==> src/rtl/soc_cfg_pkg.sv <==
// Subsystem configuration shared by the address decoder and the debug request gate
package soc_cfg_pkg;

  // --------------------------------------------------------------------------
  // Bus
  // --------------------------------------------------------------------------
  // Width of a bus address
  localparam int unsigned AddrWidth = 64;

  // --------------------------------------------------------------------------
  // Harts and debug
  // --------------------------------------------------------------------------
  // Harts that can receive a debug request
  localparam int unsigned NumHarts = 2;

  // Boot code gets this many cycles before a debug request can reach a hart,
  // so the first-stage loader can set up a0/a1 undisturbed
  localparam int unsigned DmiDelCycles = 500;

  // Hold-off counter must represent DmiDelCycles itself
  localparam int unsigned DelCntWidth = $clog2(DmiDelCycles + 1);

  // Counter value loaded while in reset
  localparam logic [DelCntWidth-1:0] DelCntInit = DmiDelCycles[DelCntWidth-1:0];

endpackage
==> src/rtl/soc_map_pkg.sv <==
// Crossbar address map: port indices, region windows and the rule table
package soc_map_pkg;

  // --------------------------------------------------------------------------
  // Target ports
  // --------------------------------------------------------------------------
  localparam int unsigned NumPorts     = 7;
  localparam int unsigned PortIdxWidth = $clog2(NumPorts);

  localparam logic [PortIdxWidth-1:0] PortDebug = 3'd0;
  localparam logic [PortIdxWidth-1:0] PortRom   = 3'd1;
  localparam logic [PortIdxWidth-1:0] PortClint = 3'd2;
  localparam logic [PortIdxWidth-1:0] PortPlic  = 3'd3;
  localparam logic [PortIdxWidth-1:0] PortL2spm = 3'd4;
  localparam logic [PortIdxWidth-1:0] PortApb   = 3'd5;
  localparam logic [PortIdxWidth-1:0] PortHyaxi = 3'd6;

  // One rule per port, plus the LLC scratchpad alias onto HyperBus
  localparam int unsigned NumRules = NumPorts + 1;

  // --------------------------------------------------------------------------
  // Region bases
  // --------------------------------------------------------------------------
  localparam logic [soc_cfg_pkg::AddrWidth-1:0] DebugBase  = 64'h0000_0000_0000_0000;
  localparam logic [soc_cfg_pkg::AddrWidth-1:0] RomBase    = 64'h0000_0000_0001_0000;
  localparam logic [soc_cfg_pkg::AddrWidth-1:0] ClintBase  = 64'h0000_0000_0200_0000;
  localparam logic [soc_cfg_pkg::AddrWidth-1:0] PlicBase   = 64'h0000_0000_0C00_0000;
  localparam logic [soc_cfg_pkg::AddrWidth-1:0] ApbBase    = 64'h0000_0000_1A10_0000;
  localparam logic [soc_cfg_pkg::AddrWidth-1:0] L2spmBase  = 64'h0000_0000_1C00_0000;
  localparam logic [soc_cfg_pkg::AddrWidth-1:0] LlcspmBase = 64'h0000_0000_7000_0000;
  localparam logic [soc_cfg_pkg::AddrWidth-1:0] HyaxiBase  = 64'h0000_0000_8000_0000;

  // --------------------------------------------------------------------------
  // Region lengths
  // --------------------------------------------------------------------------
  localparam logic [soc_cfg_pkg::AddrWidth-1:0] DebugLength  = 64'h0000_1000;
  localparam logic [soc_cfg_pkg::AddrWidth-1:0] RomLength    = 64'h0001_0000;
  localparam logic [soc_cfg_pkg::AddrWidth-1:0] ClintLength  = 64'h000C_0000;
  localparam logic [soc_cfg_pkg::AddrWidth-1:0] PlicLength   = 64'h0400_0000;
  localparam logic [soc_cfg_pkg::AddrWidth-1:0] ApbLength    = 64'h0010_0000;
  localparam logic [soc_cfg_pkg::AddrWidth-1:0] L2spmLength  = 64'h0008_0000;
  localparam logic [soc_cfg_pkg::AddrWidth-1:0] LlcspmLength = 64'h0002_0000;
  localparam logic [soc_cfg_pkg::AddrWidth-1:0] HyaxiLength  = 64'h4000_0000;

  // --------------------------------------------------------------------------
  // Rule table, windows are [start, end)
  // --------------------------------------------------------------------------
  localparam logic [soc_cfg_pkg::AddrWidth-1:0] RuleStart [NumRules] = '{
    DebugBase, RomBase, ClintBase, PlicBase,
    L2spmBase, ApbBase, HyaxiBase, LlcspmBase
  };

  localparam logic [soc_cfg_pkg::AddrWidth-1:0] RuleEnd [NumRules] = '{
    DebugBase + DebugLength, RomBase + RomLength,
    ClintBase + ClintLength, PlicBase + PlicLength,
    L2spmBase + L2spmLength, ApbBase + ApbLength,
    HyaxiBase + HyaxiLength, LlcspmBase + LlcspmLength
  };

  // Last rule is the scratchpad alias, it shares the HyperBus port
  localparam logic [PortIdxWidth-1:0] RulePort [NumRules] = '{
    PortDebug, PortRom, PortClint, PortPlic,
    PortL2spm, PortApb, PortHyaxi, PortHyaxi
  };

endpackage

==> src/rtl/soc_addr_decoder.sv <==
// Subsystem address decoder with debug request hold-off, top level
module soc_addr_decoder (
  input  logic                                 clk_i,
  input  logic                                 ndmreset_n,
  input  logic                                 req_i,
  input  logic [soc_cfg_pkg::AddrWidth-1:0]    addr_i,
  output logic                                 valid_o,
  output logic [soc_map_pkg::PortIdxWidth-1:0] port_o,
  output logic                                 decerr_o,
  input  logic [soc_cfg_pkg::NumHarts-1:0]     debug_req_i,
  output logic [soc_cfg_pkg::NumHarts-1:0]     debug_req_o
);

  logic                                                           cap_valid;
  logic [soc_cfg_pkg::AddrWidth-1:0]                              cap_addr;
  logic [soc_map_pkg::NumRules-1:0]                               rule_valid;
  logic [soc_map_pkg::NumRules-1:0]                               rule_hit;
  logic [soc_map_pkg::NumRules-1:0][soc_map_pkg::PortIdxWidth-1:0] rule_port;

  // --------------------------------------------------------------------------
  // Request capture
  // --------------------------------------------------------------------------
  req_capture req_capture_i (
    .clk_i       ( clk_i      ),
    .ndmreset_n  ( ndmreset_n ),
    .req_i       ( req_i      ),
    .addr_i      ( addr_i     ),
    .cap_valid_o ( cap_valid  ),
    .cap_addr_o  ( cap_addr   )
  );

  // --------------------------------------------------------------------------
  // Rule matchers
  // --------------------------------------------------------------------------
  for (genvar g = 0; g < soc_map_pkg::NumRules; g++) begin : g_rule
    region_matcher region_matcher_i (
      .clk_i         ( clk_i         ),
      .ndmreset_n    ( ndmreset_n    ),
      .rule_idx_i    ( g             ),
      .cap_valid_i   ( cap_valid     ),
      .cap_addr_i    ( cap_addr      ),
      .match_valid_o ( rule_valid[g] ),
      .hit_o         ( rule_hit[g]   ),
      .port_o        ( rule_port[g]  )
    );
  end

  // --------------------------------------------------------------------------
  // Port select
  // --------------------------------------------------------------------------
  // All matchers register the same valid, rule 0 carries it on
  port_select port_select_i (
    .clk_i         ( clk_i         ),
    .ndmreset_n    ( ndmreset_n    ),
    .match_valid_i ( rule_valid[0] ),
    .hit_i         ( rule_hit      ),
    .port_i        ( rule_port     ),
    .valid_o       ( valid_o       ),
    .decerr_o      ( decerr_o      ),
    .port_o        ( port_o        )
  );

  // --------------------------------------------------------------------------
  // Debug request hold-off
  // --------------------------------------------------------------------------
  debug_req_gate debug_req_gate_i (
    .clk_i       ( clk_i       ),
    .ndmreset_n  ( ndmreset_n  ),
    .debug_req_i ( debug_req_i ),
    .debug_req_o ( debug_req_o )
  );

endmodule

==> src/rtl/debug_req_gate.sv <==
// Holds hart debug requests off for a fixed number of cycles after reset
module debug_req_gate (
  input  logic                             clk_i,
  input  logic                             ndmreset_n,
  input  logic [soc_cfg_pkg::NumHarts-1:0] debug_req_i,
  output logic [soc_cfg_pkg::NumHarts-1:0] debug_req_o
);

  logic [soc_cfg_pkg::DelCntWidth-1:0] del_cnt_d;
  logic [soc_cfg_pkg::DelCntWidth-1:0] del_cnt_q;
  logic                                holdoff;

  assign holdoff = (del_cnt_q != '0);

  // --------------------------------------------------------------------------
  // Hold-off counter
  // --------------------------------------------------------------------------
  // Counts down once and then parks at zero until the next reset
  assign del_cnt_d = holdoff ? del_cnt_q - 1'b1 : '0;

  always_ff @(posedge clk_i or negedge ndmreset_n) begin
    if (!ndmreset_n) begin
      del_cnt_q <= soc_cfg_pkg::DelCntInit;
    end else begin
      del_cnt_q <= del_cnt_d;
    end
  end

  // Passes straight through once expired, no added latency
  assign debug_req_o = holdoff ? '0 : debug_req_i;

  a_gated_while_counting : assert property (
    @(posedge clk_i) disable iff (!ndmreset_n)
    holdoff |-> (debug_req_o == '0)
  ) else $error("debug_req_gate: debug request leaked during hold-off");

endmodule

==> src/rtl/port_select.sv <==
// Priority select over the rule hits, registers port index, valid and decode error
module port_select (
  input  logic                                                        clk_i,
  input  logic                                                        ndmreset_n,
  input  logic                                                        match_valid_i,
  input  logic [soc_map_pkg::NumRules-1:0]                            hit_i,
  input  logic [soc_map_pkg::NumRules-1:0][soc_map_pkg::PortIdxWidth-1:0] port_i,
  output logic                                                        valid_o,
  output logic                                                        decerr_o,
  output logic [soc_map_pkg::PortIdxWidth-1:0]                        port_o
);

  logic                                any_hit;
  logic [soc_map_pkg::PortIdxWidth-1:0] sel_port;

  assign any_hit = |hit_i;

  // --------------------------------------------------------------------------
  // Priority encode
  // --------------------------------------------------------------------------
  // Walk down so the lowest-numbered hit is the one that sticks
  always_comb begin
    sel_port = '0;
    for (int i = soc_map_pkg::NumRules - 1; i >= 0; i--) begin
      if (hit_i[i]) begin
        sel_port = port_i[i];
      end
    end
  end

  // --------------------------------------------------------------------------
  // Output stage
  // --------------------------------------------------------------------------
  // Default port is disabled, a miss becomes a decode error on port 0
  always_ff @(posedge clk_i or negedge ndmreset_n) begin
    if (!ndmreset_n) begin
      valid_o  <= 1'b0;
      decerr_o <= 1'b0;
      port_o   <= '0;
    end else begin
      valid_o  <= match_valid_i;
      decerr_o <= match_valid_i && !any_hit;
      if (match_valid_i && any_hit) begin
        port_o <= sel_port;
      end else begin
        port_o <= '0;
      end
    end
  end

  // The map has no overlapping windows, so the priority never has to act
  a_hits_onehot : assert property (
    @(posedge clk_i) disable iff (!ndmreset_n)
    $onehot0(hit_i)
  ) else $error("port_select: more than one address rule hit");

endmodule

==> src/rtl/region_matcher.sv <==
// One address rule of the map, registers a hit on its window and the rule's port
module region_matcher (
  input  logic                                  clk_i,
  input  logic                                  ndmreset_n,
  input  int unsigned                           rule_idx_i,
  input  logic                                  cap_valid_i,
  input  logic [soc_cfg_pkg::AddrWidth-1:0]     cap_addr_i,
  output logic                                  match_valid_o,
  output logic                                  hit_o,
  output logic [soc_map_pkg::PortIdxWidth-1:0]  port_o
);

  logic [soc_cfg_pkg::AddrWidth-1:0] rule_start;
  logic [soc_cfg_pkg::AddrWidth-1:0] rule_end;
  logic                              in_window;

  // Rule index is tied at the instance, so this folds to constants
  assign rule_start = soc_map_pkg::RuleStart[rule_idx_i];
  assign rule_end   = soc_map_pkg::RuleEnd[rule_idx_i];

  // End is exclusive
  assign in_window = (cap_addr_i >= rule_start) && (cap_addr_i < rule_end);

  // --------------------------------------------------------------------------
  // Match stage
  // --------------------------------------------------------------------------
  always_ff @(posedge clk_i or negedge ndmreset_n) begin
    if (!ndmreset_n) begin
      match_valid_o <= 1'b0;
      hit_o         <= 1'b0;
    end else begin
      match_valid_o <= cap_valid_i;
      hit_o         <= cap_valid_i && in_window;
    end
  end

  // Port travels with the request, only read when the hit is set
  always_ff @(posedge clk_i) begin
    if (cap_valid_i) begin
      port_o <= soc_map_pkg::RulePort[rule_idx_i];
    end
  end

  // Empty or inverted windows in the map are caught at elaboration
  for (genvar r = 0; r < soc_map_pkg::NumRules; r++) begin : g_rule_check
    if (soc_map_pkg::RuleStart[r] >= soc_map_pkg::RuleEnd[r]) begin : g_bad_rule
      $error("region_matcher: rule %0d start is not below its end", r);
    end
  end

endmodule

==> src/rtl/req_capture.sv <==
// Request input stage, registers the address strobe and its address
module req_capture (
  input  logic                                clk_i,
  input  logic                                ndmreset_n,
  input  logic                                req_i,
  input  logic [soc_cfg_pkg::AddrWidth-1:0]   addr_i,
  output logic                                cap_valid_o,
  output logic [soc_cfg_pkg::AddrWidth-1:0]   cap_addr_o
);

  // --------------------------------------------------------------------------
  // Strobe register
  // --------------------------------------------------------------------------
  always_ff @(posedge clk_i or negedge ndmreset_n) begin
    if (!ndmreset_n) begin
      cap_valid_o <= 1'b0;
    end else begin
      cap_valid_o <= req_i;
    end
  end

  // --------------------------------------------------------------------------
  // Address register
  // --------------------------------------------------------------------------
  // Holds the last request between strobes
  always_ff @(posedge clk_i) begin
    if (req_i) begin
      cap_addr_o <= addr_i;
    end
  end

  // An unknown address would turn into an unknown hit downstream
  a_addr_known : assert property (
    @(posedge clk_i) disable iff (!ndmreset_n)
    req_i |-> !$isunknown(addr_i)
  ) else $error("req_capture: address unknown while req_i is high");

endmodule

==> config.mk <==
export PLATFORM = sky130hd
export DESIGN_NAME = soc_addr_decoder
export DESIGN_NICKNAME = d
export VERILOG_FILES = /design/src/rtl/soc_cfg_pkg.sv /design/src/rtl/soc_map_pkg.sv /design/src/rtl/soc_addr_decoder.sv /design/src/rtl/debug_req_gate.sv /design/src/rtl/port_select.sv /design/src/rtl/region_matcher.sv /design/src/rtl/req_capture.sv
export SDC_FILE = /design/constraint.sdc
export NUM_CORES = 1
export LEC_CHECK = 0
export BUFFER_PORTS_ARGS = -buffer_cell sky130_fd_sc_hd__buf_4
export CORE_MARGIN = 4
export CORE_UTILIZATION = 50
export DETAILED_ROUTE_END_ITERATION = 12
export PLACE_DENSITY_LB_ADDON = 0.2
export RECOVER_POWER = 50
export SYNTH_ARGS = -nofsm -noshare
export SYNTH_HDL_FRONTEND = slang
export SYNTH_SLANG_ARGS = --single-unit
export TNS_END_PERCENT = 30
==> constraint.sdc <==
create_clock -name clk_i -period 1.95 [get_ports clk_i]
set_input_delay 0.39 -clock clk_i [delete_from_list [all_inputs] [get_ports clk_i]]
set_output_delay 0.39 -clock clk_i [all_outputs]
set_load 0.02 [all_outputs]
==> results of run 1 <==
placed cells by master, fill, tap and decap left out, drive strengths merged, types with 3 or more instances in the layout:
master / synthesis / final
clkbuf: 0 / 66
edfxtp: 52 / 52
dfrtp: 18 / 18
nor4: 16 / 16
nor2: 14 / 14
buf: 1 / 14
nand2: 7 / 7
nor3: 7 / 7
nand4: 6 / 6
dfstp: 6 / 6
inv: 4 / 4
a21oi: 4 / 4
clkinv: 0 / 4
xnor2: 3 / 3
nor2b: 3 / 3
final cells by class:
class	instances	share of cell area (%)
Multi-Input combinational cell	83	15.07
Clock buffer	12	3.895
Clock inverter	4	0.4688
Sequential cell	76	62.57
Inverter	4	0.4327
Timing Repair Buffer	69	15.04
Tap cell	70	2.524
flip-flops by register name, summed over array words and instances, names as in the netlist:
register                               count
req_capture_i.cap_addr_o                  52
debug_req_gate_i.del_cnt_q                 9
port_select_i.decerr_o                     1
g_rule.region_matcher_i.hit_o              8
port_select_i.port_o                       3
port_select_i.valid_o                      1
g_rule.region_matcher_i.match_valid_o      1
req_capture_i.cap_valid_o                  1
power groups by stage:
stage | Sequential [W] | Clock [W] | Combinational [W]
floorplan | 0.00189 | 0 | 0.0000274
global placement | 0.00190 | 0 | 0.000152
CTS | 0.00187 | 0.000972 | 0.000157
finish | 0.00187 | 0.000945 | 0.000149
detailed placement | 0.00190 | 0 | 0.000156
global route | 0.00187 | 0.00105 | 0.000165
metal layers:
| metal | vias to the layer above | routed length [um] | GRT usage [%] |
|---|---|---|---|
| met2 | 49 | 2127 | 22.64 |
| met3 | 8 | 328 | 6.579 |
| met4 | 0 | 63 | 6.081 |
| met5 | - | 0 | 0 |
| li1 | 790 | - | - |
| met1 | 723 | 1738 | 15.80 |
how the worst max path moves through the flow:
stage | start | end | cells after the start | slack, ps
final | debug_req_gate_i.del_cnt_q[4] | debug_req_o[0] | 4 | 30
after global routing | debug_req_gate_i.del_cnt_q[4] | debug_req_o[0] | 4 | -70
after CTS | debug_req_gate_i.del_cnt_q[4] | debug_req_o[0] | 4 | 20
after detailed placement | debug_req_gate_i.del_cnt_q[0] | debug_req_o[0] | 5 | 260
after global placement | debug_req_gate_i.del_cnt_q[0] | debug_req_o[1] | 5 | 290
after floorplan | debug_req_gate_i.del_cnt_q[2] | debug_req_o[0] | 4 | 300
metrics by stage:
stage	std cells	setup slack [ps]	util [%]
after global placement	297	291.8	63.11
after global routing	318	-68.89	67.08
final	318	27.16	67.08
after floorplan	164	297.5	-
after CTS	317	17.13	66.91
after detailed placement	297	263.3	63.11
worst reg2reg max path: cells and delay by family, from the launching register on:
| kind | cells | cell delay [ps] |
|---|---|---|
| flip-flops | 1 | 360 |
| AND/OR/NAND/NOR | 3 | 1180 |
synthesized netlist by cell type (2+ instances only):
cell / number
nor3_1: 7
nor2b_1: 3
nor4_1: 15
nand2_1: 7
xnor2_1: 3
dfrtp_1: 18
nand3_1: 2
mux2_2: 2
and2_1: 2
edfxtp_1: 52
nor3b_1: 2
nor2_1: 14
a21oi_1: 4
inv_1: 4
dfstp_2: 6
nand4_1: 6
cell families after synthesis:
kind of cell               count (synthesis)
and+or+nand+nor                           68
xor gates and xnor gates                   3
buffers and inverters                      5
DFF                                       76
muxes                                      2
AOI/OAI and AO/OA                          9
adders and majority gates                  1
what timing repair did:
action,CTS,global route
hold buffers,1,0
pin swaps,2,1
gates resized for setup,3,2
setup buffers,3,1
endpoints found under the setup margin,2,2
endpoints found under the hold margin,18,0
==> results.ini, run 1 <==
[routing]
ant_nets=0
vias_per_cell=4.937
drtIter0Drc=66
wl_per_cell_um=13.39
drc=0
wl_um=4258
firstDrtPassIters=4
via_count=1570

[critical_path]
worst_setup_path_start_kind=flop
arrival_ps=1530
worst_setup_path_end_kind=output pin
cp_data_required_time_ps=1560
max_stage_delay_ps=390
path_class=reg2out
crit_chain=nor4_4, and4b_1, and2_1, buf_6
r2r-start=req_capture_i.cap_addr_o[54]
rr_worst_depth=3
path_buf_inv=1
critPathTopFamily=simple AND/OR/NAND/NOR gates
critical_path.max_fanout=3
r2r_setup_slack_ps=290
cpMaxStageDelayCell=dfstp_2
rr_endpoint=g_rule[4].region_matcher_i.hit_o

[worst_hold_path]
holdPathStages=1
min_to=req_capture_i.cap_addr_o[18]
hold_class=in2reg
min_from=addr_i[18]

[synth]
synth_top_family_by_area=simple AND/OR/NAND/NOR gates
ys_async_sr_fraction_pct=31.58
netlist_area_sq_um=2701
synth-edff-count=52
synthCells=164
synthAdderAreaFrac_pct=0.4632
synth_fp_nets=234
ys_seq_area_share_pct=80.31
ys_types=33
synth_top_area_share_pct=57.80
yosysTopAreaCell=edfxtp_1
synth_compound_area_share_pct=2.084
synth_xor_area_share_pct=0.9727
ys_top_cells_by_area=edfxtp_1 (58%), dfrtp_1 (17%), dfstp_2 (5.8%)
ys_ff_latch=76
yosysWarningCount=0
synthMuxAreaShare_pct=0.8337
synth_top_flop_cell=edfxtp_1
postSynthAreaPerCell_sq_um=16.47
synth-simple-area-share_pct=14.59

[sta]
hold_viol=0
fin_setup_tns_ps=0
worstMarginPinSlew_ps=1223
drv_slew=0
finalSetupViolCount=0
layout_min_cycle_time_ps=1923
whs_ps=248.8
rsz0062_at_grt=yes
maxSlewHeadroom_pct=18.45
fin_skew_ps=6.402
max_freq_ghz=0.5201
period_share_pct=98.61

[run_status]
status=completed

[power]
p_int_w=0.002367
seq_power_share_pct=63.0
power_density_nw_per_um2=853.2
p_switching_w=0.0005936
power_frac_comb_pct=5.0
peakVddDrop_mv=0.6421
pwr-share-clk_pct=31.9
finalPower_w=0.002960
p_sw_share_pct=20.05
p_leak_nw=1.378

[placed_design]
gp_congestion=0.7477
placed_area_sq_um=3264
dp_hpwl_um=3057
portBuffers=63

[cells_and_area]
multi_input_area_sq_um=523.0
area_growth_pct=28.44
antennaDiodeCount=0
fillers=358
seq_area_sq_um=2171
fin_area_sq_um=3470
num-nets-final=313
drive_above_1_share_pct=35.89

[clocking]
clk_pin_slew_worst_paths_ps=70
insertion_delay_ps=330
cts_tree=built
cts_buffer_depth=2
cts-root-buf=clkbuf_8
cts_max_level=3
numClockSinks=76
numCtsBuffers=9

[global_routing]
track_usage_pct=13.97
grt_pass1_wl_um=6651
grt-ovfl-total=0
grt_pass1_vias=1530
grt_max_degree=54
grt_antenna_before_repair=0

[die]
die-height_um=81.50
io_pins=76
rows=26
start_util_pct=52.23
die_x_um=81.50
coreArea_sq_um=5172
die_area_sq_um=6642

[job]
cap_viol_max_count=0

Power figures use the tool's default switching activity.
==> inputs of run 2 (changes only) <==
Settings changed: SETUP_SLACK_MARGIN set to 0.15.
==> run 2 against run 1 <==
Cell count up 0.63%; die area unchanged; routed wire length up 2.0%; via count up 1.2%; worst setup slack better by 3.8 ps; critical path type unchanged.
==> results.ini, run 2 (synthesis gave the netlist of run 1 again) <==
[cells_and_area]
largest_register_ffs=52  ; unchanged
largestRegisters=req_capture_i.cap_addr_o x52, debug_req_gate_i.del_cnt_q x9, g_rule.region_matcher_i.hit_o x8  ; unchanged
most-common-layout-cells=clkbuf_4 (52), edfxtp_1 (52), dfrtp_1 (17)  ; unchanged
area_growth_pct=29.09  ; was 28.44%
num-nets-final=315  ; was 313
drive_above_1_share_pct=36.80  ; was 35.89%
fillers=357  ; was 358
multi_input_area_sq_um=525.5  ; was 523.0 sq um
antennaDiodeCount=0  ; unchanged
regMostFlops=req_capture_i.cap_addr_o  ; unchanged
seq_area_sq_um=2171  ; unchanged

[critical_path]
max_stage_delay_ps=390  ; about the same
worst_setup_path_start_kind=flop  ; unchanged
cp.depth=4  ; unchanged
rr_endpoint=g_rule[4].region_matcher_i.hit_o  ; unchanged
critical_path.max_fanout=3  ; unchanged
arrival_ps=1530  ; about the same
cpMaxStageDelayCell=dfstp_2  ; unchanged
crit_end=debug_req_o[1]  ; was debug_req_o[0]
path_buf_inv=1  ; unchanged
worst_setup_path_end_kind=output pin  ; unchanged
path_class=reg2out  ; unchanged
r2r_setup_slack_ps=310  ; was 290 ps
cp_data_required_time_ps=1560  ; about the same
rr_worst_depth=3  ; unchanged
critPathTopFamily=simple AND/OR/NAND/NOR gates  ; unchanged
startpoint=debug_req_gate_i.del_cnt_q[4]  ; unchanged
r2r-start=req_capture_i.cap_addr_o[54]  ; unchanged
crit_chain=nor4_4, and4b_1, and2_1, buf_6  ; unchanged

[power]
power_density_nw_per_um2=848.6  ; was 853.2 nW/um^2
peakVddDrop_mv=0.6401  ; was 0.6421 mV
p_leak_nw=1.391  ; was 1.378 nW

[placed_design]
gp_congestion=0.7477  ; unchanged
pre_cts_ws_ps=263.3  ; unchanged
dp_hpwl_um=3057  ; unchanged
portBuffers=63  ; unchanged

[clocking]
cts-root-buf=clkbuf_8  ; unchanged
cts_buffer_depth=2  ; unchanged
numClockSinks=76  ; unchanged
numCtsBuffers=9  ; unchanged
insertion_delay_ps=330  ; about the same
cts_tree=built  ; unchanged
cts_max_level=3  ; unchanged
clk_pin_slew_worst_paths_ps=70  ; about the same

[sta]
drv_slew=0  ; unchanged
whs_ps=248.7  ; was 248.8 ps
max_freq_ghz=0.5211  ; was 0.5201 GHz
finalSetupViolCount=0  ; unchanged
rsz0062_at_grt=yes  ; unchanged
worstMarginPinSlew_ps=1218  ; was 1223 ps
hold_viol=0  ; unchanged
period_share_pct=98.41  ; was 98.61%
layout_min_cycle_time_ps=1919  ; was 1923 ps
finalWorstSetupSlack_ps=30.93  ; was 27.16 ps
fin_skew_ps=5.142  ; was 6.402 ps
maxSlewHeadroom_pct=18.83  ; was 18.45%

[global_routing]
grt_max_degree=54  ; unchanged
grt_antenna_before_repair=0  ; unchanged
grt_pass1_vias=1565  ; was 1530
track_usage_pct=14.40  ; was 13.97%
grt-ovfl-total=0  ; unchanged
grt_pass1_wl_um=6858  ; was 6651 um

[die]
coreArea_sq_um=5172  ; unchanged
rows=26  ; unchanged
die-height_um=81.50  ; unchanged
io_pins=76  ; unchanged
die_area_sq_um=6642  ; unchanged
die_x_um=81.50  ; unchanged
start_util_pct=52.23  ; unchanged

[routing]
drc=0  ; unchanged
via_count=1589  ; was 1570
ant_nets=0  ; unchanged
wl_per_cell_um=13.58  ; was 13.39 um
firstDrtPassIters=4  ; unchanged
wl_um=4345  ; was 4258 um
drtIter0Drc=56  ; was 66
vias_per_cell=4.966  ; was 4.937

[run_status]
status=completed  ; unchanged

[job]
cap_viol_max_count=0  ; unchanged

[worst_hold_path]
holdPathStages=1  ; unchanged
hold_class=in2reg  ; unchanged

-- run 2: what timing repair did --
item | CTS | global route
hold buffers | 1 | 0
gates cloned | 0 | 0
gates resized for setup | 4 | 2
hold endpoints to repair | 18 | 0
setup buffers | 5 | 1
setup endpoints to repair | 2 | 2
pin swaps | 2 | 1
-- run 2: cell type report --
cell class,instances,share of cell area [%]
clock buffer,12,3.875
clock inverter,4,0.4665
inverter,4,0.4306
multi-input combinational,83,15.07
sequential,76,62.25
tap,70,2.512
timing repair buffer,71,15.39
-- run 2: how the worst min path moves through the flow --
| stage | from | end | slack, ps |
|---|---|---|---|
| global route | addr_i[37] | req_capture_i.cap_addr_o[37] | 230 |
| finish | addr_i[18] | req_capture_i.cap_addr_o[18] | 250 |
| global placement | ndmreset_n | port_select_i.valid_o | 300 |
| CTS | addr_i[51] | req_capture_i.cap_addr_o[51] | 210 |
| detailed placement | ndmreset_n | port_select_i.valid_o | 300 |
| floorplan | ndmreset_n | debug_req_gate_i.del_cnt_q[0] | 90 |
-- run 2: worst reg2reg max path, cell delays in order, from the launching register on --
cell	delay [ps]
edfxtp_1	360
nor4_1	400
nand4_1	360
nor4_1	400
-- run 2: report_power, final --
group          total [W]  switching [W]  leakage (nW)  internal [W]
registers        0.00187      0.0000328         0.811       0.00183
clock network   0.000944       0.000495        0.0769      0.000448
logic           0.000149      0.0000634         0.503     0.0000860
total            0.00296       0.000591          1.39       0.00237
-- run 2: metal layers --
| layer | track usage (%) | wire, um |
|---|---|---|
| met1 | 16.17 | 1737 |
| met2 | 23.37 | 2190 |
| met3 | 6.579 | 332 |
| met4 | 6.757 | 85 |
| met5 | 0 | 0 |
-- run 2: metrics by stage --
| step | TNS [ps] | cells | area [sq um] | power [W] | util (%) |
|---|---|---|---|---|---|
| final | 0 | 320 | 3487 | 0.002959 | 67.42 |
| after detailed placement | 0 | 297 | 3264 | 0.002055 | 63.11 |
| after global placement | 0 | 297 | 3264 | 0.002049 | 63.11 |
| after floorplan | 0 | 164 | 2701 | 0.001921 | - |
| after CTS | 0 | 319 | 3480 | 0.002996 | 67.27 |
| after global routing | -113.8 | 320 | 3487 | 0.003088 | 67.42 |
==> inputs of run 3 (changes only) <==
Settings changed: ABC_AREA set to 1, CORE_UTILIZATION 50 to 51.
==> run 3 against run 2 <==
The flow now finishes with violations (negative setup slack); maximum frequency is 4.1% lower; area after synthesis is 6.0% higher; flip-flop and latch count stayed put; worst setup slack worse by 82 ps; first-iteration DRC count is 63% higher; combinational power is 11% higher; synthesized cell count is 38% higher; sequential share of layout area is 3.3 points lower; utilization is 0.20 points lower; largest cell class unchanged; largest power group unchanged; highest routed layer unchanged.
==> results.ini, run 3 <==
[clocking]
numCtsBuffers=9  ; unchanged
clk_pin_slew_worst_paths_ps=70  ; about the same
numClockSinks=76  ; unchanged
cts_max_level=3  ; unchanged
cts_tree=built  ; unchanged
cts_buffer_depth=2  ; unchanged
cts-root-buf=clkbuf_8  ; unchanged
insertion_delay_ps=330  ; about the same

[routing]
via_count=1804  ; was 1589
drtIter0Drc=91  ; was 56
ant_nets=0  ; unchanged
firstDrtPassIters=4  ; unchanged
wl_per_cell_um=11.86  ; was 13.58 um
drc=0  ; unchanged
wl_um=4567  ; was 4345 um
vias_per_cell=4.686  ; was 4.966

[cells_and_area]
most-common-layout-cells=edfxtp_1 (52), clkbuf_4 (51), nor2_1 (50)  ; was clkbuf_4 (52), edfxtp_1 (52), dfrtp_1 (17)
utilization_pct=67.22  ; was 67.42%
final_common_cell=edfxtp_1
area_growth_pct=28.50  ; was 29.09%
largestRegisters=req_capture_i.cap_addr_o x52, debug_req_gate_i.del_cnt_q x9, g_rule.region_matcher_i.hit_o x8  ; unchanged
antennaDiodeCount=0  ; unchanged
num-nets-final=378  ; was 315
regMostFlops=req_capture_i.cap_addr_o  ; unchanged
drive_above_1_share_pct=32.27  ; was 36.80%
largest_register_ffs=52  ; unchanged
finalNonFillerCells=385  ; was 320
fillers=404  ; was 357

[global_routing]
grt_pass1_wl_um=8031  ; was 6858 um
grt_max_degree=54  ; unchanged
grt_pass1_vias=1813  ; was 1565
track_usage_pct=14.92  ; was 14.40%
grt-ovfl-total=0  ; unchanged
grt_antenna_before_repair=0  ; unchanged

[sta]
period_share_pct=102.6  ; was 98.41%
worstMarginPinSlew_ps=1246  ; was 1218 ps
fin_skew_ps=7.425  ; was 5.142 ps
drv_slew=0  ; unchanged
hold_viol=0  ; unchanged
fin_setup_tns_ps=-98.43  ; was 0 ps
max_freq_ghz=0.4998  ; was 0.5211 GHz
rsz0062_at_grt=yes  ; unchanged
layout_min_cycle_time_ps=2001  ; was 1919 ps
finalWorstSetupSlack_ps=-50.87  ; was 30.93 ps
maxSlewHeadroom_pct=16.93  ; was 18.83%
finalSetupViolCount=2  ; was 0

[critical_path]
crit_chain=inv_2, ha_4, nand2_4, nor2_4, nand2_4, nor3_4, inv_2, nor2_1, buf_4  ; was nor4_4, and4b_1, and2_1, buf_6
worst_setup_path_start_kind=flop  ; unchanged
startpoint=debug_req_gate_i.del_cnt_q[0]  ; was debug_req_gate_i.del_cnt_q[4]
arrival_ps=1610  ; was 1530 ps
worst_setup_path_end_kind=output pin  ; unchanged
cpMaxStageDelayCell=dfrtp_1  ; was dfstp_2
path_class=reg2out  ; unchanged
r2r-start=debug_req_gate_i.del_cnt_q[0]  ; was req_capture_i.cap_addr_o[54]
critical_path.max_fanout=3  ; unchanged
cp_data_required_time_ps=1560  ; about the same
max_stage_delay_ps=390  ; about the same

[placed_design]
gp_congestion=0.7913  ; was 0.7477
pre_cts_ws_ps=224.1  ; was 263.3 ps
portBuffers=63  ; unchanged
dp_cells=362  ; was 297
dp_hpwl_um=3205  ; was 3057 um

[job]
cap_viol_max_count=0  ; unchanged

[die]
rows=27  ; was 26
coreArea_sq_um=5473  ; was 5172 sq um
die_area_sq_um=6876  ; was 6642 sq um
start_util_pct=52.31  ; was 52.23%
die-height_um=82.92  ; was 81.50 um
die_x_um=82.92  ; was 81.50 um
io_pins=76  ; unchanged

[run_status]
status=finished with violations  ; was completed
violations=negative setup slack

[synth]
synth_top_area_share_pct=54.55  ; was 57.80%
synth-edff-count=52  ; unchanged
synth_fp_nets=296  ; was 234
synth_top_flop_cell=edfxtp_1  ; unchanged
synth.most_common_cell=edfxtp_1  ; unchanged
ys_top_cells_by_area=edfxtp_1 (55%), dfrtp_1 (16%), nor2_1 (6.6%)  ; was edfxtp_1 (58%), dfrtp_1 (17%), dfstp_2 (5.8%)
yosysWarningCount=0  ; unchanged
synthCells=226  ; was 164
netlist_area_sq_um=2863  ; was 2701 sq um
ys_types=27  ; was 33
synthTopCellsByCount=edfxtp_1 (52), nor2_1 (50), nand2_1 (29), inv_1 (21), dfrtp_1 (18)  ; was edfxtp_1 (52), dfrtp_1 (18), nor4_1 (15), nor2_1 (14)
ys_async_sr_fraction_pct=31.58  ; unchanged
ys_seq_area_share_pct=75.79  ; was 80.31%
ys_ff_latch=76  ; unchanged
postSynthAreaPerCell_sq_um=12.67  ; was 16.47 sq um
yosysTopAreaCell=edfxtp_1  ; unchanged

[power]
finalPower_w=0.003133  ; was 0.002959 W
peakVddDrop_mv=0.6107  ; was 0.6401 mV
p_leak_nw=1.565  ; was 1.391 nW
power_density_nw_per_um2=851.7  ; was 848.6 nW/um^2

[worst_hold_path]
hold_class=in2reg  ; unchanged
min_from=addr_i[27]  ; was addr_i[18]

-- run 3: cell families (layout without fill, tap and decap cells) --
family / Yosys count / after routing / share of synthesized area [%]
adder cells (fa/ha/maj): 1 / 1 / 0.4370
XOR/XNOR: 2 / 2 / 0.6120
AO/OA/AOI/OAI: 7 / 7 / 1.442
flip-flops: 76 / 76 / 75.79
AND/OR/NAND/NOR: 117 / 117 / 18.71
buffers and inverters: 23 / 110 / 3.016
-- run 3: worst paths after layout --
kind,end,slack [ps],cells past startpoint
min,req_capture_i.cap_addr_o[27],250,1
max reg2reg,debug_req_gate_i.del_cnt_q[6],600,9
max,debug_req_o[1],-50,9
max in group asynchronous,port_select_i.decerr_o,380,2
min reg2reg,port_select_i.valid_o,370,0
min in group asynchronous,req_capture_i.cap_valid_o,840,2
-- run 3: power by group --
| part | switching (W) | leakage, nW | internal, W | total [W] |
|---|---|---|---|---|
| Sequential | 0.0000347 | 0.813 | 0.00183 | 0.00187 |
| Clock | 0.000522 | 0.0911 | 0.000578 | 0.00110 |
| Combinational | 0.0000785 | 0.660 | 0.0000868 | 0.000165 |
| Total | 0.000635 | 1.56 | 0.00250 | 0.00313 |
-- run 3: final cells by class --
type,count,area [sq um],share of cell area (%)
sequential,76,2170,58.98
multi-input combinational,127,624.3,16.97
timing repair buffer,71,525.5,14.29
clock buffer,10,127.6,3.469
tap,72,90.09,2.449
inverter,23,86.33,2.347
clock inverter,6,55.05,1.497
-- run 3: repair_timing --
action                                 CTS  global route
setup endpoints to repair                2             2
setup buffers                            4             2
hold buffers                             1             0
gates resized for setup                  5             0
endpoints found under the hold margin   18             0
pin swaps                                3             2
cloned                                   0             0
-- run 3: through the flow --
| stage | instance area, sq um | hold WS (ps) |
|---|---|---|
| after floorplan | 2863 | 94.41 |
| after detailed placement | 3433 | 296.1 |
| after global placement | 3433 | 295.1 |
| after global routing | 3679 | 226.4 |
| final | 3679 | 251.5 |
| after CTS | 3674 | 209.3 |
-- run 3: worst max-delay path, delay by kind of cell, from the launching register on --
family / cells / cell delay [ps]
and+or+nand+nor: 5 / 450
DFF: 1 / 390
buffers and inverters: 3 / 290
adders and majority gates: 1 / 150
-- run 3: routing by layer --
metal | track usage (%) | up-vias | share of wire, %
met5 | 0 | - | 0
met4 | 8.321 | 0 | 1.8
met3 | 5.556 | 7 | 7.7
met2 | 24.20 | 53 | 51
met1 | 17.02 | 817 | 40
li1 | - | 927 | -
